$ cat config.mk
export PLATFORM = sky130hd
export DESIGN_NAME = mips_datapath_flat
export DESIGN_NICKNAME = d
export VERILOG_FILES = /design/src/hdl/mips_isa_pkg.sv /design/src/hdl/mips_bus_pkg.sv /design/src/hdl/apb_if.sv /design/src/hdl/mips_datapath.sv /design/src/flat_wrapper.sv
export SDC_FILE = /design/constraint.sdc
export NUM_CORES = 2
export LEC_CHECK = 0
export ABC_CLOCK_PERIOD_IN_PS = 7740
export BUFFER_PORTS_ARGS = -buffer_cell sky130_fd_sc_hd__buf_4
export CORE_MARGIN = 2
export CORE_UTILIZATION = 51
export CTS_BUF_LIST = sky130_fd_sc_hd__clkbuf_8 sky130_fd_sc_hd__clkbuf_16
export DETAILED_ROUTE_END_ITERATION = 7
export PLACE_DENSITY = 0.69
export SYNTH_ARGS = -nofsm -noshare
export SYNTH_HDL_FRONTEND = slang
export SYNTH_SLANG_ARGS = --single-unit
$ cat constraint.sdc
create_clock -name clk -period 7.74 [get_ports clk]
set_input_delay 0.387 -clock clk [delete_from_list [all_inputs] [get_ports clk]]
set_output_delay 0.387 -clock clk [all_outputs]
set_load 0.02 [all_outputs]
$ cat src/sim/prog.hex
// One 32-bit instruction word per line in hex, loaded from byte address 0 upward
// Comment after each word: byte address, then the instruction
8c080804  // 00 lw    $8, 0x804($0)    x from the GPIO input
ac080320  // 04 sw    $8, 0x320($0)    to memory word 200
8c090320  // 08 lw    $9, 0x320($0)    read back
24000005  // 0c addiu $0, $0, 5        must not change $zero
01205021  // 10 addu  $10, $9, $0
240b0025  // 14 addiu $11, $0, 37
014b6021  // 18 addu  $12, $10, $11
318c00f0  // 1c andi  $12, $12, 0xf0
240d0064  // 20 addiu $13, $0, 100
014d702a  // 24 slt   $14, $10, $13
11c00001  // 28 beq   $14, $0, +1      skip the or when x >= 100
018e6025  // 2c or    $12, $12, $14
ac0c0800  // 30 sw    $12, 0x800($0)   GPIO output and strobe
018e0023  // 34 subu  $0, $12, $14     write to $zero is dropped
08000000  // 38 j     0

$ cat src/hdl/mips_isa_pkg.sv
// Only the opcodes and funct codes listed here are decoded; shamt is ignored and no traps exist
package mips_isa_pkg;

    localparam int opcode_w = 6;            // Instruction field widths
    localparam int reg_w    = 5;
    localparam int funct_w  = 6;
    localparam int imm_w    = 16;
    localparam int target_w = 26;

    typedef enum logic [opcode_w-1:0] {
        op_rtype = 6'h00,                   // Operation chosen by funct
        op_j     = 6'h02,
        op_beq   = 6'h04,
        op_addiu = 6'h09,
        op_andi  = 6'h0c,                   // Zero-extended immediate
        op_lw    = 6'h23,
        op_sw    = 6'h2b
    } op_t;

    typedef enum logic [funct_w-1:0] {
        funct_addu = 6'h21,
        funct_subu = 6'h23,
        funct_and  = 6'h24,
        funct_or   = 6'h25,
        funct_slt  = 6'h2a                  // Signed compare
    } funct_t;

    typedef logic [reg_w-1:0] reg_idx_t;

    typedef enum logic [2:0] {
        alu_add,
        alu_sub,
        alu_and,
        alu_or,
        alu_slt
    } alu_op_t;

    typedef enum logic [1:0] {
        srcb_reg,                           // B register
        srcb_four,                          // PC increment
        srcb_imm,                           // Extended immediate
        srcb_imm4                           // Branch offset in bytes
    } srcb_t;

    typedef enum logic [1:0] {
        pc_alu,                             // PC + 4 straight from the ALU
        pc_aluout,                          // Branch target held in ALUOut
        pc_jump                             // Upper PC bits with the J target
    } pc_src_t;

    typedef struct packed {
        op_t                 opcode;
        reg_idx_t            rs;
        reg_idx_t            rt;
        reg_idx_t            rd;
        funct_t              funct;
        logic [imm_w-1:0]    imm;
        logic [target_w-1:0] target;
    } instr_fields_t;

    typedef struct packed {
        logic    pc_en;
        logic    ir_en;
        logic    mdr_en;
        logic    ab_en;                     // Loads A and B together
        logic    aluout_en;
        logic    reg_write;
        logic    reg_dst;                   // 1 writes rd, 0 writes rt
        logic    mem_to_reg;                // 1 writes MDR, 0 writes ALUOut
        logic    alu_src_a;                 // 1 takes A, 0 takes PC
        srcb_t   alu_src_b;
        alu_op_t alu_op;
        pc_src_t pc_src;
        logic    iord;                      // 1 addresses data through ALUOut
        logic    bus_req;
        logic    bus_write;
    } ctrl_t;

endpackage

$ cat src/hdl/mips_bus_pkg.sv
// Flat byte address map with memory from zero and GPIO from 0x800; accesses are whole words only
package mips_bus_pkg;

    typedef logic [31:0] word_t;
    typedef logic [31:0] addr_t;
    typedef logic [7:0]  gpio_t;

    localparam int mem_words = 256;                     // Memory depth in words
    typedef logic [$clog2(mem_words)-1:0] mem_index_t;

    localparam addr_t boot_addr    = 32'h0000_0000;     // First fetch address
    localparam addr_t gpio_base    = 32'h0000_0800;
    localparam addr_t gpio_out_ofs = 32'h0000_0000;     // Output byte, write strobes
    localparam addr_t gpio_in_ofs  = 32'h0000_0004;     // Input byte, read only

    localparam string mem_file = "/design/src/sim/prog.hex";        // Relative to the run directory

endpackage

$ cat src/hdl/apb_if.sv
// One APB segment with no pslverr and no pprot; the decoder modport is purely combinational
`timescale 1ns/100ps

interface apb_if
    import mips_bus_pkg::*;
(
    input logic pclk
);
    logic  psel;
    logic  penable;
    logic  pwrite;
    addr_t paddr;
    word_t pwdata;
    word_t prdata;
    logic  pready;

    modport master (
        input  pclk, prdata, pready,
        output psel, penable, pwrite, paddr, pwdata
    );

    modport slave (
        input  pclk, psel, penable, pwrite, paddr, pwdata,
        output prdata, pready
    );

    modport decoder (
        input  psel, penable, pwrite, paddr, pwdata,
        output prdata, pready
    );

endinterface

$ cat src/hdl/mips_datapath.sv
// Datapath registers and the APB master phases; psel follows bus_req in the same cycle
`timescale 1ns/100ps

module mips_datapath
    import mips_isa_pkg::*;
    import mips_bus_pkg::*;
(
    input  logic          clk,
    input  logic          reset,
    input  ctrl_t         ctrl,
    output instr_fields_t fields,
    output logic          zero,
    output logic          bus_done,
    apb_if.master         bus
);
    word_t    pc;
    word_t    ir;
    word_t    mdr;
    word_t    a_q;
    word_t    b_q;
    word_t    alu_out;
    word_t    regs [32];                    // Register file, entry 0 never written
    word_t    rd1;
    word_t    rd2;
    word_t    imm_ext;
    word_t    src_a;
    word_t    src_b;
    word_t    alu_res;
    word_t    jump_addr;
    word_t    pc_next;
    word_t    wd3;
    reg_idx_t wr_idx;
    logic     penable_q;

    assign fields.opcode = op_t'(ir[31:26]);
    assign fields.rs     = ir[25:21];
    assign fields.rt     = ir[20:16];
    assign fields.rd     = ir[15:11];
    assign fields.funct  = funct_t'(ir[5:0]);
    assign fields.imm    = ir[15:0];
    assign fields.target = ir[25:0];

    // $zero reads as zero whatever the array holds
    assign rd1 = (fields.rs == '0) ? '0 : regs[fields.rs];
    assign rd2 = (fields.rt == '0) ? '0 : regs[fields.rt];

    assign wr_idx = ctrl.reg_dst ? fields.rd : fields.rt;
    assign wd3    = ctrl.mem_to_reg ? mdr : alu_out;

    assign imm_ext = (fields.opcode == op_andi) ? {16'h0000, fields.imm}
                                                : {{16{fields.imm[15]}}, fields.imm};
    assign jump_addr = {pc[31:28], fields.target, 2'b00};

    assign src_a = ctrl.alu_src_a ? a_q : pc;

    always_comb begin
        case (ctrl.alu_src_b)
            srcb_reg:  src_b = b_q;
            srcb_four: src_b = 32'd4;
            srcb_imm:  src_b = imm_ext;
            default:   src_b = {imm_ext[29:0], 2'b00};   // Word offset to bytes
        endcase
    end

    always_comb begin
        case (ctrl.alu_op)
            alu_sub: alu_res = src_a - src_b;
            alu_and: alu_res = src_a & src_b;
            alu_or:  alu_res = src_a | src_b;
            alu_slt: alu_res = word_t'($signed(src_a) < $signed(src_b));
            default: alu_res = src_a + src_b;
        endcase
    end

    assign zero = (alu_res == '0);

    always_comb begin
        case (ctrl.pc_src)
            pc_aluout: pc_next = alu_out;
            pc_jump:   pc_next = jump_addr;
            default:   pc_next = alu_res;
        endcase
    end

    always_ff @(posedge clk) begin
        if (reset) begin
            pc <= boot_addr;
        end else if (ctrl.pc_en) begin
            pc <= pc_next;
        end
    end

    always_ff @(posedge clk) begin
        if (ctrl.ir_en) begin
            ir <= bus.prdata;
        end
        if (ctrl.mdr_en) begin
            mdr <= bus.prdata;
        end
        if (ctrl.ab_en) begin
            a_q <= rd1;
            b_q <= rd2;
        end
        if (ctrl.aluout_en) begin
            alu_out <= alu_res;
        end
        if (ctrl.reg_write && (wr_idx != '0)) begin
            regs[wr_idx] <= wd3;
        end
    end

    // Setup while penable is low, access until pready
    always_ff @(posedge clk) begin
        if (reset) begin
            penable_q <= 1'b0;
        end else begin
            penable_q <= bus.psel & ~bus_done;
        end
    end

    assign bus_done    = penable_q & bus.pready;
    assign bus.psel    = ctrl.bus_req;
    assign bus.penable = penable_q;
    assign bus.pwrite  = ctrl.bus_write;
    assign bus.paddr   = ctrl.iord ? alu_out : pc;   // Held still by the FSM while selected
    assign bus.pwdata  = b_q;

endmodule

$ cat src/flat_wrapper.sv
// flat-port wrapper written by rule: the top's interface ports become plain ports
module mips_datapath_flat import mips_isa_pkg::*; import mips_bus_pkg::*;
  (clk, reset, ctrl, fields, zero, bus_done, pclk, bus_prdata, bus_pready, bus_psel, bus_penable, bus_pwrite, bus_paddr, bus_pwdata);
  apb_if bus_i (.pclk(pclk));
  input  logic clk;
  input  logic reset;
  input  ctrl_t ctrl;
  output instr_fields_t fields;
  output logic zero;
  output logic bus_done;
  input wire logic pclk;
  input wire logic [$bits(bus_i.prdata)-1:0] bus_prdata;
  input wire logic [$bits(bus_i.pready)-1:0] bus_pready;
  output wire logic [$bits(bus_i.psel)-1:0] bus_psel;
  output wire logic [$bits(bus_i.penable)-1:0] bus_penable;
  output wire logic [$bits(bus_i.pwrite)-1:0] bus_pwrite;
  output wire logic [$bits(bus_i.paddr)-1:0] bus_paddr;
  output wire logic [$bits(bus_i.pwdata)-1:0] bus_pwdata;
  assign bus_i.prdata = bus_prdata;
  assign bus_i.pready = bus_pready;
  assign bus_psel = bus_i.psel;
  assign bus_penable = bus_i.penable;
  assign bus_pwrite = bus_i.pwrite;
  assign bus_paddr = bus_i.paddr;
  assign bus_pwdata = bus_i.pwdata;
  mips_datapath u_core (.clk(clk), .reset(reset), .ctrl(ctrl), .fields(fields), .zero(zero), .bus_done(bus_done), .bus(bus_i));
endmodule
* Word level (Yosys, flattened, before mapping)
Memory sizes are Yosys's and may differ from the RTL's. A register that Yosys moved wholly into a read port is not among the register bits.
Index checks and enable logic that the tools add are counted.
** Cells by class
- Muxes and demuxes :: 10
- $lt $le $gt $ge :: 1
- Reduce and logical (&&, ||, !) cells :: 7
- Eq/ne operators :: 9
- Bitwise logic cells :: 6
- $add $sub $neg :: 2
** Operators by type and width (count)
- $mux W32 :: 4
- $pmux W32 S4 :: 1
- $pmux W32 S3 :: 1
- $pmux W32 S2 :: 1
- $add A32 B32 Y32 :: 1
- $and A32 B32 Y32 :: 1
- $logic_not A32 Y1 :: 1
- $lt A32 B32 Y1 :: 1
- $or A32 B32 Y32 :: 1
- $sub A32 B32 Y32 :: 1
- $logic_not A5 Y1 :: 2
- $eq A3 B2 Y1 const B :: 2
- $eq A6 B4 Y1 const B :: 1
- $mux W5 :: 1
- $reduce_bool A5 Y1 :: 1
- $eq A2 B1 Y1 const B :: 2
- $eq A2 B2 Y1 const B :: 2
- $eq A3 B1 Y1 const B :: 1
- $eq A3 B3 Y1 const B :: 1
- $and A1 B1 Y1 :: 2
- $logic_not A2 Y1 :: 1
- $mux W1 :: 2
- $not A1 Y1 :: 2
- $reduce_and A2 Y1 :: 1
- $logic_and A1 B1 Y1 :: 1
** Word-level totals
- Flip-flop bits (word level) :: 129
- Memories kept :: 1
- Output and inout port bits :: 138
- Logic and storage cells :: 42
- Bits in writable memories :: 1024
** Memories
- u_core.regs :: words 32, bits a word 32, read ports 2, clocked after memory_dff 2, write ports 1, RTL line mips_datapath.sv:22 : word_t regs [32];

* Logic depth before layout (Yosys ltp)
- Word-level depth :: 6
- Mapped depth :: 19
- Mapped depth without buffers :: 18

* Least setup slack after synthesis
OpenSTA, ideal clock, no wires.
- Path kind :: in2out
- Start :: input port ctrl[8] in the netlist's numbering
- End :: output port zero
- Cell stages on the path :: 16
- Setup slack :: 2.778 ns
- Data required time :: 7.353 ns
- Arrival time :: 4.575 ns
- Buffers on the path :: 2
- Path through :: clkbuf_1 clkbuf_1 o21ai_0 a22o_1 ha_1 or4_4 or4_1 nor4_1 nor3_1 nor2_1 nor3_1 a221o_1 o22a_1 or4_1 nor2_1 and3_1
** Between the ends
- Longest elaborated chain between the ends :: 5
- Elaborated cells on any way between the ends :: 11
- Those cells by class :: 2 x add/sub; 1 x order compare; 2 x eq/ne; 2 x mux; 2 x bitwise; 2 x reduce/logical
** RTL lines
- from (decl) :: RTL line flat_wrapper.sv:7 : input ctrl_t ctrl;
- $eq A2 B2 Y1, or another cell as far along :: RTL line mips_datapath.sv:57 : case (ctrl.alu_src_b)
- $pmux W32 S3 (*) :: RTL line mips_datapath.sv:57
- $add A32 B32 Y32, or another cell as far along :: RTL line mips_datapath.sv:71 : default: alu_res = src_a + src_b;
- $pmux W32 S4 (*) :: RTL line mips_datapath.sv:66 : case (ctrl.alu_op)
- via u_core.alu_res[26] :: RTL line mips_datapath.sv:28 : word_t alu_res;
- $logic_not A32 Y1 (*) :: RTL line mips_datapath.sv:75 : assign zero = (alu_res == '0);
- to (decl) :: RTL line flat_wrapper.sv:9 : output logic zero;
Mark *: on every way through the listed nets, which the timed path passes. The rest lies on a longest branch.

* Worst setup path in the final report
- Start :: register u_core.ir[31]
- End :: output port zero
** Between the ends
- Longest elaborated chain between the ends :: 6
- Elaborated cells on any way between the ends :: 10
- Those cells by class :: 2 x add/sub; 1 x order compare; 1 x eq/ne; 3 x mux; 2 x bitwise; 1 x reduce/logical
** RTL lines
- from (decl) :: RTL line mips_datapath.sv:17 : word_t ir;
- from (signal assigned) :: RTL line mips_datapath.sv:95 : ir <= bus.prdata;
- $eq A6 B4 Y1 (*) :: RTL line mips_datapath.sv:50 : assign imm_ext = (fields.opcode == op_andi) ? {16'h0000, fields.imm}
- $mux W32 (*) :: RTL line mips_datapath.sv:50
- $pmux W32 S3 (*) :: RTL line mips_datapath.sv:57
- $add A32 B32 Y32, or another cell as far along :: RTL line mips_datapath.sv:71
- $pmux W32 S4 (*) :: RTL line mips_datapath.sv:66
- via u_core.alu_res[30] :: RTL line mips_datapath.sv:28
- $logic_not A32 Y1 (*) :: RTL line mips_datapath.sv:75
Marked as above.

==> load_flow_metrics.sql <==
INSERT INTO impl_metrics (metric_group, metric, value, unit) VALUES
('run_status', 'run_status', 'completed', ''),
('worst_hold_path', 'hold_class', 'in2reg', ''),
('placement', 'placed_cells', '4993', ''),
('drt', 'routed_wirelength', '178', 'mm'),
('final_layout', 'ratio_of_cells_with_drive_above_1_in_the_final_layout', '33.4', '%'),
('logic_synthesis', 'async_reset_ff_share', '0', '%'),
('placement', 'post-dp-hpwl', '103', 'mm'),
('sta', 'post-route-min-period', '6.81', 'ns'),
('die', 'pin_count', '193', ''),
('drt', 'detail_route.vias_per_cell', '6.84', ''),
('sta', 'post-route-period-util', '88.0', '%'),
('sta', 'fmax', '0.147', 'GHz'),
('global_routing', 'grt_pass1_wl', '255', 'mm'),
('sta', 'finalMaxSlewViolations', '0', ''),
('drt', 'drt_first_iter_violations', '5003', ''),
('logic_synthesis', 'syn_avg_cell_area', '17.6', 'sq um'),
('worst_hold_path', 'worst_hold_path_cells', '1', ''),
('worst_setup_path', 'timing.critical_path.required', '7.35', 'ns'),
('worst_setup_path', 'reg_to_reg_critical_path_endpoint', 'u_core.pc[30]$_SDFFE_PP0P_', ''),
('worst_setup_path', 'setup.worst_path.class', 'reg2out', ''),
('logic_synthesis', 'synth.largest_area_cell', 'edfxtp_1', ''),
('drt', 'via_count', '36000', ''),
('logic_synthesis', 'ys.warnings.count', '0', ''),
('die', 'die-width', '349', 'um'),
('logic_synthesis', 'synth_enable_flop_cells', '1184', ''),
('placement', 'pre_cts_slack', '1.71', 'ns'),
('clock_tree', 'tritoncts', 'done', ''),
('final_layout', 'layoutNonFillerInstCount', '5264', ''),
('global_routing', 'grt_start_max_net_pins', '144', ''),
('clock_tree', 'clock_insertion_delay_worst_skew', '0.76', 'ns'),
('worst_hold_path', 'min_delay_worst_endpoint', 'u_core.alu_out[1]$_DFFE_PP_', ''),
('clock_tree', 'cts_num_sinks', '1217', ''),
('clock_tree', 'clock_input_transition_at_the_sequential_cells_of_the_worst_setup_and_hold_paths', '0.07', 'ns'),
('sta', 'setup_violations', '0', ''),
('die', 'die_y', '349', 'um'),
('sta', 'clock_skew', '0.0402', 'ns'),
('drt', 'final_antenna_net_count', '0', ''),
('placement', 'gp_congestion', '0.914', ''),
('logic_synthesis', 'yosysMostFrequentCell', 'edfxtp_1', ''),
('global_routing', 'via_count_of_the_first_global_routing_pass', '36000', ''),
('logic_synthesis', 'synth_top_area_share', '58.6', '%'),
('global_routing', 'grt_use_total', '29.6', '%'),
('worst_setup_path', 'rr_worst_depth', '17', ''),
('final_layout', 'area_delta_synth_final', '12.3', '%'),
('global_routing', 'antenna_found_initial', '5', ''),
('pwr', 'power_per_cell_area', '246', 'nW/um^2'),
('logic_synthesis', 'postSynthCellCount', '3455', ''),
('logic_synthesis', 'synth.top_cells.by_count', '1,184 x edfxtp_1, 640 x mux4_2, 221 x nor2_1', ''),
('clock_tree', 'ctsLongestPathBuffers', '3', ''),
('worst_setup_path', 'timing.critical_path.from_type', 'flop', ''),
('sta', 'grt_setup_unrepaired', 'false', ''),
('logic_synthesis', 'post_synth_main_area_contributors', 'edfxtp_1 59%, mux4_2 24%, ha_1 2.0%', ''),
('logic_synthesis', 'synth_seq_area_share', '59.7', '%'),
('worst_setup_path', 'r2r-start', 'u_core.ir[31]$_DFFE_PP_', ''),
('sta', 'final-hold-violation-count', '0', ''),
('die', 'start_util', '51.4', '%'),
('clock_tree', 'cts-root-buf', 'clkbuf_16', ''),
('logic_synthesis', 'synth-main-ff-cell', 'edfxtp_1', ''),
('clock_tree', 'clock_tree.htree_level_count', '4', ''),
('sta', 'finalWorstSetupSlack', '0.932', 'ns'),
('sta', 'worst_pin_slew', '1.31', 'ns'),
('die', 'number_of_placement_rows', '126', ''),
('drt', 'detailedRoute.firstPassIterationCount', '6', ''),
('pwr', 'finalPower', '0.0168', 'W'),
('worst_setup_path', 'critPathArrivalTime', '6.42', 'ns'),
('worst_hold_path', 'worst_hold_startpoint', 'ctrl[14]', ''),
('clock_tree', 'cts_buffers', '131', ''),
('placement', 'port_buffers', '189', ''),
('sta', 'max_slew_margin', '12.2', '%'),
('die', 'floorplan.die_area', '122000', 'sq um'),
('worst_setup_path', 'regToRegSetupSlack', '2.28', 'ns');
-- cell families (layout without fill, tap and decap cells) --
logic type / after synthesis / count (layout) / synth area share (%)
buffers and inverters: 396 / 637 / 2.70
and+or+nand+nor: 492 / 492 / 3.72
other: 1 / 33 / 0.00618
DFF: 1217 / 1217 / 59.7
adders and majority gates: 100 / 100 / 2.09
muxes: 825 / 825 / 27.0
AOI/OAI and AO/OA: 418 / 418 / 4.74
xor gates and xnor gates: 6 / 6 / 0.0866
-- worst max-delay path, stage by stage, from the launching register on --
cell and delay [ns]:
edfxtp_1 0.40, nor4_1 0.38, nand3_1 0.33, nand2_1 0.15
o21ai_0 0.08, a22o_1 0.21, ha_1 0.49, or4_4 0.63
or4_1 0.50, nor4_1 0.33, nor3_1 0.20, nor2_1 0.25
o31ai_1 0.16, o31ai_1 0.40, mux2i_1 0.24, o2bb2ai_1 0.13
nor4_1 0.39, and3_1 0.25, buf_4 0.15
-- how the worst max path moves through the flow --
stage,slack (ns),from,endpoint,cells past startpoint
6_report,0.93,u_core.ir[31]$_DFFE_PP_,zero,18
5_1_grt,0.57,u_core.ir[31]$_DFFE_PP_,zero,18
4_1_cts,0.89,u_core.ir[30]$_DFFE_PP_,zero,18
3_5_place_dp,1.71,u_core.ir[30]$_DFFE_PP_,zero,18
3_3_place_gp,1.69,u_core.ir[31]$_DFFE_PP_,zero,18
2_1_floorplan,2.78,ctrl[8],zero,16
-- what timing repair did --
action	CTS	global route
resized for setup	0	0
endpoints found under the hold margin	69	0
hold buffers	35	0
setup buffers	0	0
-- power by group --
group | leakage (nW) | internal (W) | switching [W]
combinational | 9.52 | 0.00118 | 0.00182
clock | 2.07 | 0.00331 | 0.00259
sequential | 11.1 | 0.00768 | 0.000188
-- cell usage in the layout (no fill, tap or decap), types with 15 or more instances in the layout --
master / count
a211oi_1: 23
a21o_1: 21
a21oi_1: 90
a22o_1: 16
a22oi_1: 28
a311oi_1: 27
buf_4: 256
clkbuf_16: 132
clkinv_1: 27
clkinv_2: 18
conb_1: 32
dfxtp_1: 33
dlygate4sd3_1: 35
edfxtp_1: 1184
ha_1: 98
inv_1: 136
mux2_2: 108
mux2i_1: 77
mux4_2: 640
nand2_1: 99
nand2b_1: 16
nand3_1: 25
nor2_1: 190
nor2_4: 29
nor2b_1: 15
nor3_1: 33
nor4_1: 16
o211ai_1: 21
o21ai_0: 65
-- area by class of cell --
| type | instances | area, sq um |
|---|---|---|
| repair buffers | 297 | 2390 |
| inverters | 105 | 394 |
| flip-flops and latches | 1217 | 36200 |
| clock buffers | 132 | 3300 |
| diodes | 1 | 2.50 |
| fillers | 8742 | 49900 |
| multi-input cells | 1873 | 23300 |
| clock inverters | 103 | 701 |
| well taps | 1536 | 1920 |
-- per-stage QoR --
step | utilization, % | cell area [sq um]
after floorplan | - | 60800
after global placement | 54.1 | 63800
after detailed placement | 54.1 | 63800
after CTS | 57.7 | 68200
after global routing | 57.7 | 68200
final | 57.7 | 68200
-- routing by layer --
layer / up-vias / routed length [um] / global-route usage [%]
met4: 2 / 5210 / 9.25
li1: 14700 / - / -
met2: 2142 / 84400 / 46.2
met5: - / 13 / 0
met3: 298 / 20900 / 7.38
met1: 18900 / 67900 / 41.3
-- flip-flops by register name, indices dropped and copies added (netlist names) --
| register | flops |
|---|---|
| u_core.pc | 32 |
| u_core.regs | 1024 |
| u_core.ir | 32 |
| u_core.mdr | 32 |
| u_core.bus.penable | 1 |
| u_core.a_q | 32 |
| u_core.alu_out | 32 |
| u_core.bus.pwdata | 32 |
No activity file was read; power rests on OpenSTA's default activity.
